--- config.mk ---
export PLATFORM = sky130hd
export DESIGN_NAME = decode_unit_flat
export DESIGN_NICKNAME = d
export VERILOG_FILES = /design/src/logic/core_pkg.sv /design/src/logic/isa_pkg.sv /design/src/logic/stage_if.sv /design/src/logic/decode_unit.sv /design/src/flat_wrapper.sv
export SDC_FILE = /design/constraint.sdc
export NUM_CORES = 1
export LEC_CHECK = 0
export BUFFER_PORTS_ARGS = -buffer_cell sky130_fd_sc_hd__buf_2
export CAP_MARGIN = 20
export CORE_MARGIN = 2
export CORE_UTILIZATION = 39
export CTS_BUF_LIST = sky130_fd_sc_hd__clkbuf_4 sky130_fd_sc_hd__clkbuf_8
export CTS_CLUSTER_DIAMETER = 150
export DETAILED_ROUTE_END_ITERATION = 6
export MAX_ROUTING_LAYER = met4
export PLACE_DENSITY = 0.83
export SKIP_CTS_REPAIR_TIMING = 1
export SLEW_MARGIN = 20
export SYNTH_ARGS = -nofsm -noshare
export SYNTH_HDL_FRONTEND = slang
export SYNTH_SLANG_ARGS = --single-unit
--- constraint.sdc ---
create_clock -name clk -period 0.98 [get_ports clk]
set_input_delay 0 -clock clk [delete_from_list [all_inputs] [get_ports clk]]
set_output_delay 0 -clock clk [all_outputs]
set_load 0.02 [all_outputs]
--- src/logic/core_pkg.sv ---
package core_pkg;

   // word addressed memories
   localparam int IMEM_DEPTH = 256;
   localparam int DMEM_DEPTH = 256;
   localparam int ADDR_W     = 8;

   // alu operations
   localparam int ALU_OP_W = 2;
   localparam logic [ALU_OP_W-1:0] ALU_ADD = 2'd0;
   localparam logic [ALU_OP_W-1:0] ALU_SUB = 2'd1;
   localparam logic [ALU_OP_W-1:0] ALU_AND = 2'd2;
   localparam logic [ALU_OP_W-1:0] ALU_XOR = 2'd3;

   // where the written-back value comes from
   localparam int WB_SRC_W = 1;
   localparam logic [WB_SRC_W-1:0] WB_ALU = 1'b0;
   localparam logic [WB_SRC_W-1:0] WB_MEM = 1'b1;

endpackage

--- src/logic/isa_pkg.sv ---
package isa_pkg;

   // data word and instruction share one width
   localparam int WORD_W   = 16;
   localparam int REG_W    = 3;
   localparam int NUM_REGS = 8;

   // instruction field widths
   localparam int OPC_W     = 5;
   localparam int FUNC_W    = 2;
   localparam int IMM_W     = 5;
   localparam int LBI_IMM_W = 8;

   // opcodes, instruction bits 15 to 11
   localparam logic [OPC_W-1:0] OP_HALT  = 5'b00000;
   localparam logic [OPC_W-1:0] OP_NOP   = 5'b00001;
   localparam logic [OPC_W-1:0] OP_ADDI  = 5'b01000;
   localparam logic [OPC_W-1:0] OP_SUBI  = 5'b01001;
   localparam logic [OPC_W-1:0] OP_ST    = 5'b10000;
   localparam logic [OPC_W-1:0] OP_LD    = 5'b10001;
   localparam logic [OPC_W-1:0] OP_LBI   = 5'b11000;
   localparam logic [OPC_W-1:0] OP_ALU_R = 5'b11011;

   // r-format function codes in the low two bits
   localparam logic [FUNC_W-1:0] FN_ADD = 2'b00;
   localparam logic [FUNC_W-1:0] FN_SUB = 2'b01;
   localparam logic [FUNC_W-1:0] FN_AND = 2'b10;
   localparam logic [FUNC_W-1:0] FN_XOR = 2'b11;

   // one instruction word, seen as r-format or i-format
   // lbi takes its destination from i_fmt.rs and its immediate from the low byte
   // st keeps the data register in i_fmt.rd
   typedef union packed {
      struct packed {
         logic [OPC_W-1:0]  opcode;
         logic [REG_W-1:0]  rs;
         logic [REG_W-1:0]  rt;
         logic [REG_W-1:0]  rd;
         logic [FUNC_W-1:0] func;
      } r_fmt;
      struct packed {
         logic [OPC_W-1:0] opcode;
         logic [REG_W-1:0] rs;
         logic [REG_W-1:0] rd;
         logic [IMM_W-1:0] imm5;
      } i_fmt;
   } instr_u;

endpackage
--- src/logic/stage_if.sv ---
`timescale 1ns/1ps

interface stage_if
   import isa_pkg::*, core_pkg::*;
();

   logic                valid;
   logic [ALU_OP_W-1:0] alu_op;
   logic [WB_SRC_W-1:0] wb_src;
   logic [REG_W-1:0]    rd;
   logic                reg_wr;
   logic                mem_rd;
   logic                mem_wr;
   logic                halt;
   logic                err;
   logic [WORD_W-1:0]   opa;
   logic [WORD_W-1:0]   opb;
   logic [WORD_W-1:0]   store_data;
   logic [WORD_W-1:0]   result;

   modport producer (output valid, alu_op, wb_src, rd, reg_wr, mem_rd, mem_wr,
                     halt, err, opa, opb, store_data, result);

   modport consumer (input valid, alu_op, wb_src, rd, reg_wr, mem_rd, mem_wr,
                     halt, err, opa, opb, store_data, result);

   // only what the hazard check needs
   modport monitor (input valid, rd, reg_wr);

endinterface

--- src/logic/decode_unit.sv ---
`timescale 1ns/1ps

module decode_unit
   import isa_pkg::*, core_pkg::*;
(
   input  logic              clk,
   input  logic              rst_n_i,
   input  logic              fd_valid_i,
   input  instr_u            fd_instr_i,
   input  logic              stall_i,
   input  logic [WORD_W-1:0] rd_data_a_i,
   input  logic [WORD_W-1:0] rd_data_b_i,
   output logic [REG_W-1:0]  rd_addr_a_o,
   output logic [REG_W-1:0]  rd_addr_b_o,
   output logic              src_a_used_o,
   output logic              src_b_used_o,
   stage_if.producer         de
);

   logic [OPC_W-1:0]    opcode;
   logic                halted_q;
   logic                live;
   logic [ALU_OP_W-1:0] alu_op;
   logic [WB_SRC_W-1:0] wb_src;
   logic [REG_W-1:0]    dest;
   logic                reg_wr;
   logic                mem_rd;
   logic                mem_wr;
   logic                halt;
   logic                illegal;
   logic                use_a;
   logic                use_b;
   logic [WORD_W-1:0]   imm5_ext;
   logic [WORD_W-1:0]   imm8_ext;
   logic [WORD_W-1:0]   opa;
   logic [WORD_W-1:0]   opb;

   assign opcode   = fd_instr_i.r_fmt.opcode;
   assign imm5_ext = {{(WORD_W-IMM_W){fd_instr_i.i_fmt.imm5[IMM_W-1]}},
                      fd_instr_i.i_fmt.imm5};
   assign imm8_ext = {{(WORD_W-LBI_IMM_W){fd_instr_i[LBI_IMM_W-1]}},
                      fd_instr_i[LBI_IMM_W-1:0]};

   // st keeps its data register in the rt bits
   assign rd_addr_a_o = fd_instr_i.r_fmt.rs;
   assign rd_addr_b_o = fd_instr_i.r_fmt.rt;

   always_comb begin
      alu_op  = ALU_ADD;
      wb_src  = WB_ALU;
      dest    = fd_instr_i.i_fmt.rd;
      reg_wr  = 1'b0;
      mem_rd  = 1'b0;
      mem_wr  = 1'b0;
      halt    = 1'b0;
      illegal = 1'b0;
      use_a   = 1'b0;
      use_b   = 1'b0;
      opa     = rd_data_a_i;
      opb     = imm5_ext;
      case (opcode)
         OP_HALT: halt = 1'b1;
         OP_NOP: begin
         end
         OP_ADDI: begin
            reg_wr = 1'b1;
            use_a  = 1'b1;
         end
         OP_SUBI: begin
            alu_op = ALU_SUB;
            reg_wr = 1'b1;
            use_a  = 1'b1;
         end
         OP_ST: begin
            mem_wr = 1'b1;
            use_a  = 1'b1;
            use_b  = 1'b1;
         end
         OP_LD: begin
            mem_rd = 1'b1;
            wb_src = WB_MEM;
            reg_wr = 1'b1;
            use_a  = 1'b1;
         end
         OP_LBI: begin
            // 0 + immediate into rs
            dest   = fd_instr_i.i_fmt.rs;
            reg_wr = 1'b1;
            opa    = '0;
            opb    = imm8_ext;
         end
         OP_ALU_R: begin
            dest   = fd_instr_i.r_fmt.rd;
            reg_wr = 1'b1;
            use_a  = 1'b1;
            use_b  = 1'b1;
            opb    = rd_data_b_i;
            case (fd_instr_i.r_fmt.func)
               FN_ADD: alu_op = ALU_ADD;
               FN_SUB: alu_op = ALU_SUB;
               FN_AND: alu_op = ALU_AND;
               FN_XOR: alu_op = ALU_XOR;
            endcase
         end
         default: begin
            // unknown opcode stops the core with an error
            illegal = 1'b1;
            halt    = 1'b1;
         end
      endcase
   end

   // nothing after a halt is decoded
   assign live         = fd_valid_i & ~halted_q;
   assign src_a_used_o = live & use_a;
   assign src_b_used_o = live & use_b;

   always_ff @(posedge clk) begin
      if (!rst_n_i) begin
         de.valid <= 1'b0;
         halted_q <= 1'b0;
      end else begin
         // bubble on stall
         de.valid <= live & ~stall_i;
         if (live && !stall_i && halt) begin
            halted_q <= 1'b1;
         end
      end
   end

   always_ff @(posedge clk) begin
      de.alu_op     <= alu_op;
      de.wb_src     <= wb_src;
      de.rd         <= dest;
      de.reg_wr     <= reg_wr;
      de.mem_rd     <= mem_rd;
      de.mem_wr     <= mem_wr;
      de.halt       <= halt;
      de.err        <= illegal;
      de.opa        <= opa;
      de.opb        <= opb;
      de.store_data <= rd_data_b_i;
   end

   // result is produced in execute
   assign de.result = '0;

endmodule

--- src/flat_wrapper.sv ---
// flat-port wrapper written by rule: the top's interface ports become plain ports
module decode_unit_flat import isa_pkg::*, core_pkg::*;
  (clk, rst_n_i, fd_valid_i, fd_instr_i, stall_i, rd_data_a_i, rd_data_b_i, rd_addr_a_o, rd_addr_b_o, src_a_used_o, src_b_used_o, de_valid, de_alu_op, de_wb_src, de_rd, de_reg_wr, de_mem_rd, de_mem_wr, de_halt, de_err, de_opa, de_opb, de_store_data, de_result);
  stage_if de_i ();
  input  logic clk;
  input  logic rst_n_i;
  input  logic fd_valid_i;
  input  instr_u fd_instr_i;
  input  logic stall_i;
  input  logic [WORD_W-1:0] rd_data_a_i;
  input  logic [WORD_W-1:0] rd_data_b_i;
  output logic [REG_W-1:0] rd_addr_a_o;
  output logic [REG_W-1:0] rd_addr_b_o;
  output logic src_a_used_o;
  output logic src_b_used_o;
  output wire logic [$bits(de_i.valid)-1:0] de_valid;
  output wire logic [$bits(de_i.alu_op)-1:0] de_alu_op;
  output wire logic [$bits(de_i.wb_src)-1:0] de_wb_src;
  output wire logic [$bits(de_i.rd)-1:0] de_rd;
  output wire logic [$bits(de_i.reg_wr)-1:0] de_reg_wr;
  output wire logic [$bits(de_i.mem_rd)-1:0] de_mem_rd;
  output wire logic [$bits(de_i.mem_wr)-1:0] de_mem_wr;
  output wire logic [$bits(de_i.halt)-1:0] de_halt;
  output wire logic [$bits(de_i.err)-1:0] de_err;
  output wire logic [$bits(de_i.opa)-1:0] de_opa;
  output wire logic [$bits(de_i.opb)-1:0] de_opb;
  output wire logic [$bits(de_i.store_data)-1:0] de_store_data;
  output wire logic [$bits(de_i.result)-1:0] de_result;
  assign de_valid = de_i.valid;
  assign de_alu_op = de_i.alu_op;
  assign de_wb_src = de_i.wb_src;
  assign de_rd = de_i.rd;
  assign de_reg_wr = de_i.reg_wr;
  assign de_mem_rd = de_i.mem_rd;
  assign de_mem_wr = de_i.mem_wr;
  assign de_halt = de_i.halt;
  assign de_err = de_i.err;
  assign de_opa = de_i.opa;
  assign de_opb = de_i.opb;
  assign de_store_data = de_i.store_data;
  assign de_result = de_i.result;
  decode_unit u_core (.clk(clk), .rst_n_i(rst_n_i), .fd_valid_i(fd_valid_i), .fd_instr_i(fd_instr_i), .stall_i(stall_i), .rd_data_a_i(rd_data_a_i), .rd_data_b_i(rd_data_b_i), .rd_addr_a_o(rd_addr_a_o), .rd_addr_b_o(rd_addr_b_o), .src_a_used_o(src_a_used_o), .src_b_used_o(src_b_used_o), .de(de_i));
endmodule
==> results.md <==
- Status: finished, violations left
- Failing checks: setup timing
- R2R setup slack: 0.14 ns
- Simple-gate share of the synthesized area: 0.1954
- DRT iter0 DRCs: 65
- RePlAce Congestion: 0.7668
- Cell Rows: 26
- Final-layout fill cell count: 354
- Synth area leaders: dfxtp_1, buf_4, and2_1
- Maximum buffer depth of the clock tree: 2
- WL final: 6714 um
- CTS tree: yes
- DIE AREA: 6006 um^2
- Adder-cell share of the synthesized area: 0
- Final setup violation count: 2
- DP Wirelength: 3889 um
- Max Transition Viols Final: 0
- Tot Pwr: 5.895 mW
- Yosys reg bits: 60
- Period utilization: 1.162
- Max FO, Critical Path: 3
- Inserted Diodes: 0
- Synth warn: 0
- Asr flop ratio synth: 0
- Final hold viol count: 0
- Req. time, crit path: 0.98 ns
- Core area: 5172 um^2
- R2R cell count: 4
- Worst-Skew Late Latency: 0.32 ns
- Mapped Cells: 183
- Fin Clk Skew: 0.00004186 ns
- Area Growth Syn to Fin: 65.26%
- Critical Path Start Type: flip-flop
- Remaining DRCs: 0
- Worst-path clk slew: 0.06 ns
- Hold endpoint: u_core.de.valid
- Ports: 136
- Pleak: 1.689 nW
- Synth Area in Compound Gates: 0.09382
- Hold wc startpoint: fd_valid_i
- Post-DRT Antenna Nets: 0
- Gr ovfl total: 0
- First-pass GRT wire length: 7935 um
- Top cell type's share of synthesized area: 0.5701
- Starting Density: 0.4074
- Share of cells above drive strength 1: 0.4891
- Post-route setup slack: -0.1585 ns
- Clk root buf: clkbuf_8
- Largest family of logic cells by synthesized area: simple AND/OR/NAND/NOR gates
- Die Y: 77.50 um
- Pwr/cell area: 1693 nW/um^2
- Hold path cells: 4
- Hold WC Path Type: primary input to flip-flop
- Placed cell area: 2790 um^2
- Primary FF master, synth: dfxtp_1
- VDD IR-drop max: 0.0007105 V
- Critical Path End Type: output port
- Critical Path AT: 1.14 ns
- Vias: 2,060
- Final #Nets: 415
- Total GRT Usage: 0.1761
- Number of flops mapped to enable cells by yosys: 0
- TritonRoute pass-1 iters: 5
- Crit path kind: flip-flop to output port
- Port bufs: 119
- Num CTS Buffers: 9
- Initial antenna violation count: 0
- Synth cell types: 38
- Vias in the first global route: 1,714
- R2r startpoint: u_core.halted_q
- Peak Freq: 0.8784 GHz
- R2r endpoint: u_core.de.valid
- RSZ-0062 raised after global routing: true
- Cell area after synthesis: 2107 um^2
- Design area: 3482 um^2
- Die width: 77.50 um
- Post-synthesis sequential area ratio: 0.5701
- WL per Instance: 15.33 um
- Yosys top cell by area: dfxtp_1
- Vias/cell: 4.703
- Largest net degree at the start of global routing: 17
- Clock sinks: 60
- Post-synthesis average cell area: 11.51 um^2
- Mux contribution to synthesized area: 0.03385
- Max cap viols: 0
- XOR/XNOR share of the synthesized area: 0
- Final min period: 1.138 ns
- Htree depth: 3
-- critical path, cell delays in order (launching register included) --
cell	delay, ns
dfxtp_2	0.32
inv_2	0.07
nand2_4	0.06
a2111oi_4	0.17
buf_4	0.19
-- power breakdown --
group	internal [mW]	switching, mW
clock	1.33	0.920
combinational	0.450	0.561
sequential	2.59	0.0453
-- metal layers --
metal | GRT usage | up-vias | wire length, um
met5 | - | - | 0
li1 | - | 946 | -
met3 | 0.06744 | 18 | 541
met2 | 0.2887 | 136 | 3533
met1 | 0.1941 | 960 | 2518
met4 | 0.06786 | 0 | 120
-- per-stage QoR --
stage | hold slack, ns | worst slack [ns] | utilization | setup TNS (ns) | std cells
detailed placement | 0.1159 | -0.2587 | 0.5394 | -7.395 | 375
floorplan | 0.02772 | -0.04489 | - | -0.3755 | 198
global placement | 0.1152 | -0.1876 | 0.5394 | -5.435 | 375
global route | 0.05282 | -0.2149 | 0.6732 | -0.4355 | 438
CTS | -0.2333 | -0.3314 | 0.5793 | -0.5856 | 391
finish | 0.04606 | -0.1585 | 0.6732 | -0.3012 | 438
-- registers in the layout (all words and copies together) (netlist names) --
name	flops
u_core.de.alu_op	2
u_core.halted_q	1
u_core.de.halt	1
u_core.de.rd	3
u_core.de.reg_wr	1
u_core.de.err	1
u_core.de.valid	1
u_core.de.opa	16
u_core.de.mem_wr	1
u_core.de.opb	16
u_core.de.wb_src	1
u_core.de.store_data	16
-- worst max path at each step --
stage                          startpoint                 to  cells after the start
after floorplan            fd_instr_i[13]  u_core.de.opb[10]                      4
after global placement     fd_instr_i[14]       src_a_used_o                      6
final                     u_core.halted_q       src_a_used_o                      4
after CTS                 u_core.halted_q       src_a_used_o                      4
after detailed placement   fd_instr_i[14]   u_core.de.opb[9]                      5
after global routing      u_core.halted_q       src_a_used_o                      4
-- synth_stat cells (all sizes together) (2+ instances only) --
library cell / number
nand3: 21
nor3: 4
a221oi: 2
nand2b: 3
nor3b: 2
and2: 18
inv: 2
nor2b: 2
clkbuf: 3
nand2: 5
a221o: 5
and3: 3
nor2: 4
dfxtp: 60
buf: 28
mux2: 6
-- placed cells by master (no fill, tap or decap), types with 2 or more instances in the layout --
master,instances
buf_4,21
clkinv_2,2
nor2_4,2
clkbuf_8,11
dlygate4sd3_1,45
a221o_1,5
conb_1,16
and2_1,18
nand2_1,2
and3_1,3
nand2_2,2
mux2_2,5
buf_2,117
nand3_1,21
nor3_1,3
nor2_1,2
nand2b_1,3
dfxtp_1,59
-- final cells by class --
class | count | area (um^2) | area share
well taps | 70 | 87.58 | 0.02515
flip-flops and latches | 60 | 1202 | 0.3453
clock buffers | 12 | 158.9 | 0.04563
repair buffers | 185 | 1225 | 0.3518
clock inverters | 4 | 47.55 | 0.01365
multi-input cells | 105 | 753.2 | 0.2163
inverters | 2 | 7.507 | 0.002156
-- logic make-up after synthesis --
group	Yosys count
AND/OR/NAND/NOR	65
flip-flops	60
buffers and inverters	33
AO/OA/AOI/OAI	18
multiplexers	6
other	1
(Power assumes the default switching activity.)
